--- config.mk ---
export PLATFORM = sky130hd
export DESIGN_NAME = rv_core
export DESIGN_NICKNAME = d
export VERILOG_FILES = /design/src/design/rv_isa_pkg.sv /design/src/design/pipe_pkg.sv /design/src/design/fwd_if.sv /design/src/design/rv_core.sv /design/src/design/writeback_stage.sv /design/src/design/mem_stage.sv /design/src/design/execute_unit.sv /design/src/design/front_end.sv /design/src/design/reg_file.sv
export SDC_FILE = /design/constraint.sdc
export NUM_CORES = 2
export LEC_CHECK = 0
export BUFFER_PORTS_ARGS = -buffer_cell sky130_fd_sc_hd__buf_4
export CAP_MARGIN = 20
export CELL_PAD_IN_SITES_DETAIL_PLACEMENT = 1
export CELL_PAD_IN_SITES_GLOBAL_PLACEMENT = 1
export CORE_MARGIN = 2
export CORE_UTILIZATION = 55
export CTS_CLUSTER_DIAMETER = 200
export DETAILED_ROUTE_END_ITERATION = 10
export PLACE_DENSITY = 0.89
export SYNTH_ARGS = -nofsm -noshare
export SYNTH_HDL_FRONTEND = slang
export SYNTH_SLANG_ARGS = --single-unit
--- constraint.sdc ---
create_clock -name clk -period 10.92 [get_ports clk]
set_input_delay 0.546 -clock clk [delete_from_list [all_inputs] [get_ports clk]]
set_output_delay 0.546 -clock clk [all_outputs]
set_load 0.005 [all_outputs]
--- src/design/rv_isa_pkg.sv ---
`default_nettype none

package rv_isa_pkg;

  typedef logic [31:0] word_t;
  typedef logic [31:0] insn_t;
  typedef logic [4:0] reg_idx_t;
  typedef logic [6:0] opcode_t;

  // base opcodes, see the RV32I opcode map
  localparam opcode_t OP_LOAD    = 7'b00_000_11;
  localparam opcode_t OP_STORE   = 7'b01_000_11;
  localparam opcode_t OP_BRANCH  = 7'b11_000_11;
  localparam opcode_t OP_JALR    = 7'b11_001_11;
  localparam opcode_t OP_JAL     = 7'b11_011_11;
  localparam opcode_t OP_REG_IMM = 7'b00_100_11;
  localparam opcode_t OP_REG_REG = 7'b01_100_11;
  localparam opcode_t OP_SYSTEM  = 7'b11_100_11;
  localparam opcode_t OP_AUIPC   = 7'b00_101_11;
  localparam opcode_t OP_LUI     = 7'b01_101_11;

  // branch conditions
  localparam logic [2:0] F3_BEQ  = 3'b000;
  localparam logic [2:0] F3_BNE  = 3'b001;
  localparam logic [2:0] F3_BLT  = 3'b100;
  localparam logic [2:0] F3_BGE  = 3'b101;
  localparam logic [2:0] F3_BLTU = 3'b110;
  localparam logic [2:0] F3_BGEU = 3'b111;

  // alu operations, shared by register and immediate forms
  localparam logic [2:0] F3_ADD  = 3'b000;
  localparam logic [2:0] F3_SLL  = 3'b001;
  localparam logic [2:0] F3_SLT  = 3'b010;
  localparam logic [2:0] F3_SLTU = 3'b011;
  localparam logic [2:0] F3_XOR  = 3'b100;
  localparam logic [2:0] F3_SR   = 3'b101;
  localparam logic [2:0] F3_OR   = 3'b110;
  localparam logic [2:0] F3_AND  = 3'b111;

  // funct7 of sub and sra/srai
  localparam logic [6:0] ALT_FUNCT7 = 7'b010_0000;

  localparam insn_t NOP_INSN = 32'h0000_0000;

  // true for every kept instruction that has a destination register
  function automatic logic writes_rd(opcode_t op);
    return op inside {OP_LOAD, OP_LUI, OP_AUIPC, OP_REG_IMM, OP_REG_REG, OP_JAL, OP_JALR};
  endfunction

endpackage

`default_nettype wire
--- src/design/pipe_pkg.sv ---
`default_nettype none

package pipe_pkg;

  import rv_isa_pkg::*;

  // what the instruction in a stage is, or why it is a bubble
  typedef enum logic [1:0] {
    CYCLE_NO_STALL     = 2'd0,
    CYCLE_RESET        = 2'd1,
    CYCLE_TAKEN_BRANCH = 2'd2,
    CYCLE_LOAD2USE     = 2'd3
  } cycle_status_e;

  // state at the start of execute
  typedef struct packed {
    word_t         pc;
    insn_t         insn;
    cycle_status_e status;
    word_t         rs1_value;
    word_t         rs2_value;
  } x_stage_t;

  // state at the start of memory
  typedef struct packed {
    word_t         pc;
    insn_t         insn;
    cycle_status_e status;
    word_t         alu_result;
    word_t         store_data;
  } m_stage_t;

  // state at the start of writeback
  typedef struct packed {
    word_t         pc;
    insn_t         insn;
    cycle_status_e status;
    word_t         alu_result;
    word_t         load_data;
  } w_stage_t;

endpackage

`default_nettype wire

--- src/design/fwd_if.sv ---
`timescale 1ns/1ns
`default_nettype none

interface fwd_if;

  import rv_isa_pkg::*;

  // memory stage result, m_rd is zero when nothing gets written
  reg_idx_t m_rd;
  word_t    m_value;

  // writeback result, also the register file write port
  reg_idx_t w_rd;
  word_t    w_value;

  modport mem_src (output m_rd, output m_value);
  modport wb_src (output w_rd, output w_value);
  modport sink (input m_rd, input m_value, input w_rd, input w_value);

endinterface

`default_nettype wire

--- src/design/rv_core.sv ---
`timescale 1ns/1ns
`default_nettype none

module rv_core #(
  parameter rv_isa_pkg::word_t RESET_PC = 32'h0000_0000
) (
  input wire clk,
  input wire rst,
  output rv_isa_pkg::word_t pc_to_imem,
  input wire rv_isa_pkg::insn_t insn_from_imem,
  output rv_isa_pkg::word_t addr_to_dmem,
  input wire rv_isa_pkg::word_t load_data_from_dmem,
  output rv_isa_pkg::word_t store_data_to_dmem,
  output logic [3:0] store_we_to_dmem,
  output logic halt,
  output rv_isa_pkg::word_t trace_writeback_pc,
  output rv_isa_pkg::insn_t trace_writeback_insn,
  output pipe_pkg::cycle_status_e trace_writeback_cycle_status
);

  import rv_isa_pkg::*;
  import pipe_pkg::*;

  x_stage_t x_state;
  m_stage_t m_state;
  w_stage_t w_state;
  logic     redirect;
  word_t    redirect_pc;
  reg_idx_t ex_rd;
  logic     ex_is_load;

  // bypass and register write results from memory and writeback
  fwd_if fwd ();

  front_end #(
    .RESET_PC (RESET_PC)
  ) front_end_i (
    .clk            (clk),
    .rst            (rst),
    .pc_to_imem     (pc_to_imem),
    .insn_from_imem (insn_from_imem),
    .redirect       (redirect),
    .redirect_pc    (redirect_pc),
    .ex_rd          (ex_rd),
    .ex_is_load     (ex_is_load),
    .fwd            (fwd.sink),
    .x_state        (x_state)
  );

  execute_unit execute_unit_i (
    .clk         (clk),
    .rst         (rst),
    .x_state     (x_state),
    .fwd         (fwd.sink),
    .redirect    (redirect),
    .redirect_pc (redirect_pc),
    .ex_rd       (ex_rd),
    .ex_is_load  (ex_is_load),
    .m_state     (m_state)
  );

  mem_stage mem_stage_i (
    .clk                 (clk),
    .rst                 (rst),
    .m_state             (m_state),
    .addr_to_dmem        (addr_to_dmem),
    .store_data_to_dmem  (store_data_to_dmem),
    .store_we_to_dmem    (store_we_to_dmem),
    .load_data_from_dmem (load_data_from_dmem),
    .fwd                 (fwd.mem_src),
    .w_state             (w_state)
  );

  writeback_stage writeback_stage_i (
    .w_state                      (w_state),
    .fwd                          (fwd.wb_src),
    .halt                         (halt),
    .trace_writeback_pc           (trace_writeback_pc),
    .trace_writeback_insn         (trace_writeback_insn),
    .trace_writeback_cycle_status (trace_writeback_cycle_status)
  );

endmodule

`default_nettype wire

--- src/design/writeback_stage.sv ---
`timescale 1ns/1ns
`default_nettype none

module writeback_stage (
  input wire pipe_pkg::w_stage_t w_state,
  fwd_if.wb_src fwd,
  output logic halt,
  output rv_isa_pkg::word_t trace_writeback_pc,
  output rv_isa_pkg::insn_t trace_writeback_insn,
  output pipe_pkg::cycle_status_e trace_writeback_cycle_status
);

  import rv_isa_pkg::*;

  opcode_t opcode;

  assign opcode = w_state.insn[6:0];

  // nonzero w_rd is the register file write enable
  assign fwd.w_rd = writes_rd(opcode) ? w_state.insn[11:7] : '0;
  assign fwd.w_value = (opcode == OP_LOAD) ? w_state.load_data : w_state.alu_result;

  // ecall has every bit above the opcode clear
  assign halt = (opcode == OP_SYSTEM) && (w_state.insn[31:7] == '0);

  assign trace_writeback_pc = w_state.pc;
  assign trace_writeback_insn = w_state.insn;
  assign trace_writeback_cycle_status = w_state.status;

endmodule

`default_nettype wire

--- src/design/mem_stage.sv ---
`timescale 1ns/1ns
`default_nettype none

module mem_stage (
  input wire clk,
  input wire rst,
  input wire pipe_pkg::m_stage_t m_state,
  output rv_isa_pkg::word_t addr_to_dmem,
  output rv_isa_pkg::word_t store_data_to_dmem,
  output logic [3:0] store_we_to_dmem,
  input wire rv_isa_pkg::word_t load_data_from_dmem,
  fwd_if.mem_src fwd,
  output pipe_pkg::w_stage_t w_state
);

  import rv_isa_pkg::*;
  import pipe_pkg::*;

  opcode_t opcode;
  logic    is_load;
  logic    is_store;

  assign opcode = m_state.insn[6:0];
  assign is_load = opcode == OP_LOAD;
  assign is_store = opcode == OP_STORE;

  // only word accesses, so a store writes all four bytes
  assign addr_to_dmem = (is_load || is_store) ? m_state.alu_result : '0;
  assign store_data_to_dmem = is_store ? m_state.store_data : '0;
  assign store_we_to_dmem = is_store ? 4'b1111 : 4'b0000;

  // a load in this stage never feeds execute, the load-use bubble sees to that
  assign fwd.m_rd = writes_rd(opcode) ? m_state.insn[11:7] : '0;
  assign fwd.m_value = m_state.alu_result;

  always_ff @(posedge clk) begin
    if (rst) begin
      w_state <= '{pc: '0, insn: NOP_INSN, status: CYCLE_RESET,
                   alu_result: '0, load_data: '0};
    end else begin
      w_state <= '{pc: m_state.pc, insn: m_state.insn, status: m_state.status,
                   alu_result: m_state.alu_result,
                   load_data: is_load ? load_data_from_dmem : '0};
    end
  end

endmodule

`default_nettype wire

--- src/design/execute_unit.sv ---
`timescale 1ns/1ns
`default_nettype none

module execute_unit (
  input wire clk,
  input wire rst,
  input wire pipe_pkg::x_stage_t x_state,
  fwd_if.sink fwd,
  output logic redirect,
  output rv_isa_pkg::word_t redirect_pc,
  output rv_isa_pkg::reg_idx_t ex_rd,
  output logic ex_is_load,
  output pipe_pkg::m_stage_t m_state
);

  import rv_isa_pkg::*;
  import pipe_pkg::*;

  insn_t      insn;
  opcode_t    opcode;
  logic [2:0] funct3;
  logic       alt;
  reg_idx_t   rs1;
  reg_idx_t   rs2;
  word_t      imm_i;
  word_t      imm_s;
  word_t      imm_b;
  word_t      imm_j;
  word_t      imm_u;
  word_t      rs1_v;
  word_t      rs2_v;
  word_t      link;
  word_t      result;

  // the newer memory stage result wins over writeback
  function automatic word_t pick_operand(reg_idx_t src, word_t held, reg_idx_t m_rd,
                                         word_t m_value, reg_idx_t w_rd, word_t w_value);
    if (m_rd != '0 && m_rd == src) begin
      return m_value;
    end
    if (w_rd != '0 && w_rd == src) begin
      return w_value;
    end
    return held;
  endfunction

  // sub only applies to the register form, arith selects sra over srl
  function automatic word_t alu_op(logic [2:0] f3, logic sub, logic arith, word_t a, word_t b);
    case (f3)
      F3_ADD: begin
        if (sub) begin
          return a - b;
        end
        return a + b;
      end
      F3_SLL: return a << b[4:0];
      F3_SLT: return {31'b0, $signed(a) < $signed(b)};
      F3_SLTU: return {31'b0, a < b};
      F3_XOR: return a ^ b;
      F3_SR: begin
        if (arith) begin
          return $signed(a) >>> b[4:0];
        end
        return a >> b[4:0];
      end
      F3_OR: return a | b;
      default: return a & b;
    endcase
  endfunction

  assign insn = x_state.insn;
  assign opcode = insn[6:0];
  assign funct3 = insn[14:12];
  assign alt = insn[31:25] == ALT_FUNCT7;
  assign rs1 = insn[19:15];
  assign rs2 = insn[24:20];

  assign imm_i = {{20{insn[31]}}, insn[31:20]};
  assign imm_s = {{20{insn[31]}}, insn[31:25], insn[11:7]};
  assign imm_b = {{19{insn[31]}}, insn[31], insn[7], insn[30:25], insn[11:8], 1'b0};
  assign imm_j = {{11{insn[31]}}, insn[31], insn[19:12], insn[20], insn[30:21], 1'b0};
  assign imm_u = {insn[31:12], 12'b0};

  assign rs1_v = pick_operand(rs1, x_state.rs1_value, fwd.m_rd, fwd.m_value,
                              fwd.w_rd, fwd.w_value);
  assign rs2_v = pick_operand(rs2, x_state.rs2_value, fwd.m_rd, fwd.m_value,
                              fwd.w_rd, fwd.w_value);

  assign link = x_state.pc + 32'd4;

  always_comb begin
    result = '0;
    redirect = 1'b0;
    redirect_pc = '0;
    case (opcode)
      OP_LUI: result = imm_u;
      OP_AUIPC: result = x_state.pc + imm_u;
      OP_REG_IMM: result = alu_op(funct3, 1'b0, alt, rs1_v, imm_i);
      OP_REG_REG: result = alu_op(funct3, alt, alt, rs1_v, rs2_v);
      // address computed here, memory stage uses it directly
      OP_LOAD: result = rs1_v + imm_i;
      OP_STORE: result = rs1_v + imm_s;
      OP_JAL: begin
        result = link;
        redirect = 1'b1;
        redirect_pc = x_state.pc + imm_j;
      end
      OP_JALR: begin
        result = link;
        redirect = 1'b1;
        redirect_pc = (rs1_v + imm_i) & ~32'h1;
      end
      OP_BRANCH: begin
        redirect_pc = x_state.pc + imm_b;
        case (funct3)
          F3_BEQ: redirect = rs1_v == rs2_v;
          F3_BNE: redirect = rs1_v != rs2_v;
          F3_BLT: redirect = $signed(rs1_v) < $signed(rs2_v);
          F3_BGE: redirect = $signed(rs1_v) >= $signed(rs2_v);
          F3_BLTU: redirect = rs1_v < rs2_v;
          F3_BGEU: redirect = rs1_v >= rs2_v;
          default: redirect = 1'b0;
        endcase
      end
      default: result = '0;
    endcase
  end

  // load-use check in the front end
  assign ex_rd = insn[11:7];
  assign ex_is_load = opcode == OP_LOAD;

  always_ff @(posedge clk) begin
    if (rst) begin
      m_state <= '{pc: '0, insn: NOP_INSN, status: CYCLE_RESET,
                   alu_result: '0, store_data: '0};
    end else begin
      m_state <= '{pc: x_state.pc, insn: insn, status: x_state.status,
                   alu_result: result, store_data: rs2_v};
    end
  end

endmodule

`default_nettype wire

--- src/design/front_end.sv ---
`timescale 1ns/1ns
`default_nettype none

module front_end #(
  parameter rv_isa_pkg::word_t RESET_PC = 32'h0000_0000
) (
  input wire clk,
  input wire rst,
  output rv_isa_pkg::word_t pc_to_imem,
  input wire rv_isa_pkg::insn_t insn_from_imem,
  input wire redirect,
  input wire rv_isa_pkg::word_t redirect_pc,
  input wire rv_isa_pkg::reg_idx_t ex_rd,
  input wire ex_is_load,
  fwd_if.sink fwd,
  output pipe_pkg::x_stage_t x_state
);

  import rv_isa_pkg::*;
  import pipe_pkg::*;

  word_t         pc;
  word_t         d_pc;
  insn_t         d_insn;
  cycle_status_e d_status;
  opcode_t       d_opcode;
  reg_idx_t      d_rs1;
  reg_idx_t      d_rs2;
  logic          uses_rs1;
  logic          uses_rs2;
  logic          stall;
  word_t         rf_rs1_value;
  word_t         rf_rs2_value;
  word_t         rs1_value;
  word_t         rs2_value;

  assign pc_to_imem = pc;

  always_ff @(posedge clk) begin
    if (rst) begin
      pc <= RESET_PC;
    end else if (redirect) begin
      pc <= redirect_pc;
    end else if (!stall) begin
      pc <= pc + 32'd4;
    end
  end

  // decode register, holds its instruction while the load-use bubble goes out
  always_ff @(posedge clk) begin
    if (rst) begin
      d_pc <= '0;
      d_insn <= NOP_INSN;
      d_status <= CYCLE_RESET;
    end else if (redirect) begin
      // fetched on the wrong path
      d_pc <= '0;
      d_insn <= NOP_INSN;
      d_status <= CYCLE_TAKEN_BRANCH;
    end else if (!stall) begin
      d_pc <= pc;
      d_insn <= insn_from_imem;
      d_status <= CYCLE_NO_STALL;
    end
  end

  assign d_opcode = d_insn[6:0];
  assign d_rs1 = d_insn[19:15];
  assign d_rs2 = d_insn[24:20];

  // which source fields the decoded instruction really reads
  assign uses_rs1 = d_opcode inside {OP_REG_REG, OP_REG_IMM, OP_LOAD, OP_STORE, OP_BRANCH,
                                     OP_JALR};
  assign uses_rs2 = d_opcode inside {OP_REG_REG, OP_STORE, OP_BRANCH};

  // load data only exists after memory, one bubble lets it reach writeback
  assign stall = ex_is_load && (ex_rd != '0) &&
                 ((uses_rs1 && (d_rs1 == ex_rd)) || (uses_rs2 && (d_rs2 == ex_rd)));

  reg_file rf_i (
    .clk       (clk),
    .rst       (rst),
    .rs1       (d_rs1),
    .rs2       (d_rs2),
    .rs1_value (rf_rs1_value),
    .rs2_value (rf_rs2_value),
    .wr        (fwd)
  );

  // the register file write lands at the edge, so bypass it here
  assign rs1_value = (fwd.w_rd != '0 && fwd.w_rd == d_rs1) ? fwd.w_value : rf_rs1_value;
  assign rs2_value = (fwd.w_rd != '0 && fwd.w_rd == d_rs2) ? fwd.w_value : rf_rs2_value;

  always_ff @(posedge clk) begin
    if (rst) begin
      x_state <= '{pc: '0, insn: NOP_INSN, status: CYCLE_RESET,
                   rs1_value: '0, rs2_value: '0};
    end else if (redirect) begin
      x_state <= '{pc: '0, insn: NOP_INSN, status: CYCLE_TAKEN_BRANCH,
                   rs1_value: '0, rs2_value: '0};
    end else if (stall) begin
      x_state <= '{pc: '0, insn: NOP_INSN, status: CYCLE_LOAD2USE,
                   rs1_value: '0, rs2_value: '0};
    end else begin
      x_state <= '{pc: d_pc, insn: d_insn, status: d_status,
                   rs1_value: rs1_value, rs2_value: rs2_value};
    end
  end

endmodule

`default_nettype wire

--- src/design/reg_file.sv ---
`timescale 1ns/1ns
`default_nettype none

module reg_file (
  input wire clk,
  input wire rst,
  input wire rv_isa_pkg::reg_idx_t rs1,
  input wire rv_isa_pkg::reg_idx_t rs2,
  output rv_isa_pkg::word_t rs1_value,
  output rv_isa_pkg::word_t rs2_value,
  fwd_if.sink wr
);

  import rv_isa_pkg::*;

  localparam int NUM_REGS = 32;

  word_t regs [NUM_REGS];

  assign rs1_value = regs[rs1];
  assign rs2_value = regs[rs2];

  // x0 is never written, so it keeps its reset value of zero
  always_ff @(posedge clk) begin
    if (rst) begin
      for (int i = 0; i < NUM_REGS; i++) begin
        regs[i] <= '0;
      end
    end else if (wr.w_rd != '0) begin
      regs[wr.w_rd] <= wr.w_value;
    end
  end

endmodule

`default_nettype wire

==> results.py, run 1 <==
metrics = {
    "clock_tree": {
        "post_cts_buffers": 0,
        "clk_path_buf_depth": 3,
        "cts.sinks": 1522,
        "cts-buffers-inserted": 159,
        "cts-root-buf": "clkbuf_16",
        "htree_levels": 4,
        "ctsResizeCount": 0,
        "cts_hold_buffers": 33,
    },
    "floorplanning": {
        "rows": 150,
        "die_y_um": 413,
        "die-width_um": 413,
        "initial_core_util": 0.552,
        "top_level_ports": 233,
    },
    "run_status": {
        "status": "did not finish",
        "firstError": "[ERROR GRT-0232] Routing congestion too high. Check the congestion heatmap in the GUI.",
        "stop_stage": "global routing",
    },
    "synthesis": {
        "synth_edf_count": 1024,
        "synth-async-reset-ratio": 0,
        "syn_inst": 8525,
        "netlist-cell-type-count": 113,
        "synth_largest_type_area_fraction": 0.334,
        "synth_area_leaders": "edfxtp_1 (33%), mux4_2 (16%), dfxtp_1 (11%)",
        "syn_avg_cell_area_sq_um": 10.8,
        "synth-main-ff-cell": "edfxtp_1",
        "yosysWarningCount": 0,
        "synth_seq_cells": 1522,
        "seq_area_frac_synth": 0.442,
        "netlist_area_sq_um": 92100,
        "synth_top_area_cell": "edfxtp_1",
    },
    "place": {
        "gp_congestion": 1.07,
        "hpwlAfterDp_um": 299000,
        "io_buffers": 232,
    },
    "global_routing": {
        "grt_max_degree": 132,
        "grt_overflow": 142,
        "grt.total_usage": 0.784,
    },
}
[metrics by stage]
step           cells  instance area [sq um]  setup WS [ns]
2_1_floorplan   8556                  92300           4.87
3_3_place_gp   10400                  95700           2.41
3_5_place_dp   10500                  95800           2.14
4_1_cts        10800                 101000           1.77
[layer usage]
| layer | GRT usage | GRT overflow |
|---|---|---|
| met1 | 0.797 | 1 |
| met2 | 0.901 | 63 |
| met3 | 0.677 | 7 |
| met4 | 0.739 | 70 |
| met5 | 0.488 | 1 |
[synthesized netlist by cell type, drive strengths merged, types with 98 or more instances]
cell / instances
a211oi: 135
a21oi: 502
and2: 153
buf: 259
clkbuf: 535
dfxtp: 498
edfxtp: 1024
ha: 267
inv: 197
mux2i: 242
mux4: 665
nand2: 540
nor2: 1528
nor2b: 209
nor3: 98
o21ai: 368
xnor2: 135
[kinds of logic after synthesis]
kind of cell,synth area share
adder cells (fa/ha/maj),0.0376
buffers and inverters,0.0455
multiplexers,0.201
XOR/XNOR,0.0180
other,0.0000407
flip-flops,0.442
AND/OR/NAND/NOR,0.141
AO/OA/AOI/OAI,0.115
==> run 2, diff against run 1 <==
--- a/config.mk
+++ b/config.mk
@@ -7,13 +7,10 @@
 export LEC_CHECK = 0
 export BUFFER_PORTS_ARGS = -buffer_cell sky130_fd_sc_hd__buf_4
 export CAP_MARGIN = 20
-export CELL_PAD_IN_SITES_DETAIL_PLACEMENT = 1
-export CELL_PAD_IN_SITES_GLOBAL_PLACEMENT = 1
 export CORE_MARGIN = 2
-export CORE_UTILIZATION = 55
-export CTS_CLUSTER_DIAMETER = 200
+export CORE_UTILIZATION = 40
 export DETAILED_ROUTE_END_ITERATION = 10
-export PLACE_DENSITY = 0.89
+export PLACE_DENSITY_LB_ADDON = 0.15
 export SYNTH_ARGS = -nofsm -noshare
 export SYNTH_HDL_FRONTEND = slang
 export SYNTH_SLANG_ARGS = --single-unit
==> run 2 against run 1 <==
Compared with the run above:
- the run now ends clean
- area after synthesis did not move
- synthesized cell count is the same
==> results.py, run 2 <==
metrics = {
    "synthesis": {
        "synth_top_area_cell": "edfxtp_1",
        "synth_edf_count": 1024,
        "syn_avg_cell_area_sq_um": 10.8,
        "yosysWarningCount": 0,
        "seq_area_frac_synth": 0.442,
        "yosys-top-cells-count": "nor2_1 (1525), edfxtp_1 (1024), mux4_2 (665)",
        "synth_area_leaders": "edfxtp_1 (33%), mux4_2 (16%), dfxtp_1 (11%)",
        "synth_seq_cells": 1522,
        "netlist_area_sq_um": 92100,
        "yosysMostFrequentCell": "nor2_1",
        "netlist-cell-type-count": 113,
        "synth-main-ff-cell": "edfxtp_1",
        "synth_largest_type_area_fraction": 0.334,
        "synth-async-reset-ratio": 0,
        "syn_inst": 8525,
    },
    "clock_tree": {
        "post_cts_buffers": 0,
        "path_clk_slew_ns": 0.06,
        "cts-root-buf": "clkbuf_16",
        "cts_tree": "done",
        "clk_path_buf_depth": 3,
        "clk_latency_ns": 0.88,
        "cts-buffers-inserted": 172,
        "htree_levels": 4,
        "cts.sinks": 1522,
    },
    "worst_setup_path": {
        "path_class": "register to register",
        "crit_path_top_delay_cell": "a2bb2oi_2",
        "crit_path_max_fanout": 38,
        "max_stage_delay_ns": 0.77,
        "crit_required_ns": 11.63,
        "critPathLaunch": "mem_stage_i.w_state[72]$_SDFF_PP0_",
        "cp_data_arrival_time_ns": 9.43,
        "start_kind": "register",
        "cp_common_cell": "or2_2",
        "critPathCaptureType": "register",
        "r2r_start": "mem_stage_i.w_state[72]$_SDFF_PP0_",
    },
    "final_layout": {
        "multiInputGateArea_sq_um": 48100,
        "final_util": 0.450,
        "finalNetCount": 8779,
        "fillers": 21400,
        "final_cell_mix": "nor2_1 (1519), edfxtp_1 (1024), mux4_2 (665), nand2_1 (508), a21oi_1 (502)",
        "final-seq-area_sq_um": 40800,
        "final_cell_area_sq_um": 103000,
        "largest-register": "front_end_i.rf_i.regs",
        "largest_reg_flops": 1024,
        "layout.cells.most_common": "nor2_1",
        "instances_no_fill": 11600,
        "drive_gt1_frac": 0.195,
        "syn_to_final_growth_pct": 12.0,
    },
    "power_and_ir_drop": {
        "leakage_uw": 0.0364,
        "power_frac_comb": 0.177,
        "ir_drop_v": 0.000152,
        "p_switching_uw": 4410,
        "p_int_uw": 10600,
        "power_frac_clock": 0.394,
        "seq_power_share": 0.430,
        "swShare": 0.293,
        "power_density_nw_per_um2": 146,
    },
    "run_status": {
        "status": "finished clean",
    },
    "global_routing": {
        "grt_max_degree": 96,
        "grt_overflow": 0,
        "grt_pass1_wl_um": 581000,
        "antenna_found_initial": 18,
        "grt.total_usage": 0.351,
        "grt_pass1_vias": 73000,
    },
    "routing": {
        "drc": 0,
        "drtPass1Iterations": 7,
        "wl_per_cell_um": 36.4,
        "wirelength_um": 423000,
        "vias": 75300,
        "drt_iter0_drc": 10200,
        "detail-route-antenna-nets": 0,
        "vias_per_cell": 6.49,
    },
    "place": {
        "dp.cells": 11200,
        "gp_congestion": 1.05,
        "post_dp_cell_area_sq_um": 96900,
        "io_buffers": 232,
        "hpwlAfterDp_um": 275000,
    },
    "sta": {
        "finalSetupViolCount": 0,
        "slew_violations": 0,
        "fin_skew_ns": 0.0969,
        "period_needed_ns": 8.72,
        "finalHoldViolCount": 0,
        "worst_pin_slew_ns": 1.40,
        "max_freq_ghz": 0.115,
        "tns_ns": 0,
        "fin_crit_sh": 0.799,
        "rsz0062_at_grt": "no",
        "relSlewSlack": 0.0690,
    },
    "worst_hold_path": {
        "worst_hold_path_type": "input pin to register",
        "hp-start": "load_data_from_dmem[20]",
    },
    "floorplanning": {
        "initial_core_util": 0.402,
        "die-width_um": 484,
        "die_y_um": 484,
        "dieArea_sq_um": 234000,
        "rows": 176,
        "core-area_sq_um": 229000,
        "top_level_ports": 233,
    },
    "flow_run": {
        "cap_viol_max_count": 0,
    },
}
[run 2: cell counts after synthesis]
No cell type changed its count.
[run 2: worst max-delay path: cells and delay by family (launching register included)]
| kind | cells | cell delay [ns] |
|---|---|---|
| adders and majority gates | 1 | 0.45 |
| buffers and inverters | 4 | 1.02 |
| AOI/OAI and AO/OA | 6 | 2.67 |
| DFF | 1 | 0.40 |
| and+or+nand+nor | 14 | 4.03 |
[run 2: logic make-up after synthesis]
family | count (synthesis) | synth area share
simple gates | 2917 | 0.141
compound gates | 1641 | 0.115
flops | 1522 | 0.442
buf+inv | 997 | 0.0455
mux | 985 | 0.201
fa+ha+maj | 273 | 0.0376
xor+xnor | 189 | 0.0180
other cells | 1 | 0.0000407
[run 2: worst paths after layout]
| path | cells after the start | slack, ns | end |
|---|---|---|---|
| max | 25 | 2.20 | front_end_i.pc_to_imem[6]$_SDFFE_PP0P_ |
| min | 2 | 0.05 | mem_stage_i.w_state[20]$_SDFF_PP0_ |
| max reg2reg | 25 | 2.20 | front_end_i.pc_to_imem[6]$_SDFFE_PP0P_ |
| min reg2reg | 1 | 0.43 | mem_stage_i.w_state[112]$_SDFF_PP0_ |
[run 2: per-stage QoR]
stage / hold WS, ns / setup WS, ns / power, uW
2_1_floorplan: 0.389 / 4.87 / 8080
3_3_place_gp: 0.404 / 2.16 / 9130
3_5_place_dp: 0.419 / 2.18 / 9130
4_1_cts: 0.00360 / 2.22 / 15000
5_1_grt: 0.0179 / 1.69 / 15400
6_report: 0.0495 / 2.20 / 15100
[run 2: metal layers]
metal	global-route usage	wire (um)	up-vias
met3	0.0776	42000	1224
met5	0	78	-
met2	0.547	191000	4802
met4	0.223	32200	12
li1	-	-	31300
met1	0.443	157000	38000
[run 2: cell type report]
cell class	count	share of cell area
Antenna cell	7	0.000170
Clock buffer	232	0.0456
Clock inverter	77	0.00979
Inverter	203	0.00738
Multi-Input combinational cell	6037	0.466
Sequential cell	1522	0.395
Tap cell	3026	0.0367
Timing Repair Buffer	504	0.0396
[run 2: power groups by stage]
stage                     registers, uW  logic, uW  clock network [uW]
after global routing               6490       2730                6220
after detailed placement           6590       2540                   0
after global placement             6580       2550                   0
final                              6470       2660                5930
after floorplan                    6500       1580                   0
after CTS                          6470       2560                6000
[run 2: what timing repair did]
item,in CTS,in global routing
hold buffers,47,0
gates resized for setup,0,0
endpoints found under the hold margin,48,0
No activity file was read; power rests on OpenSTA's default activity.
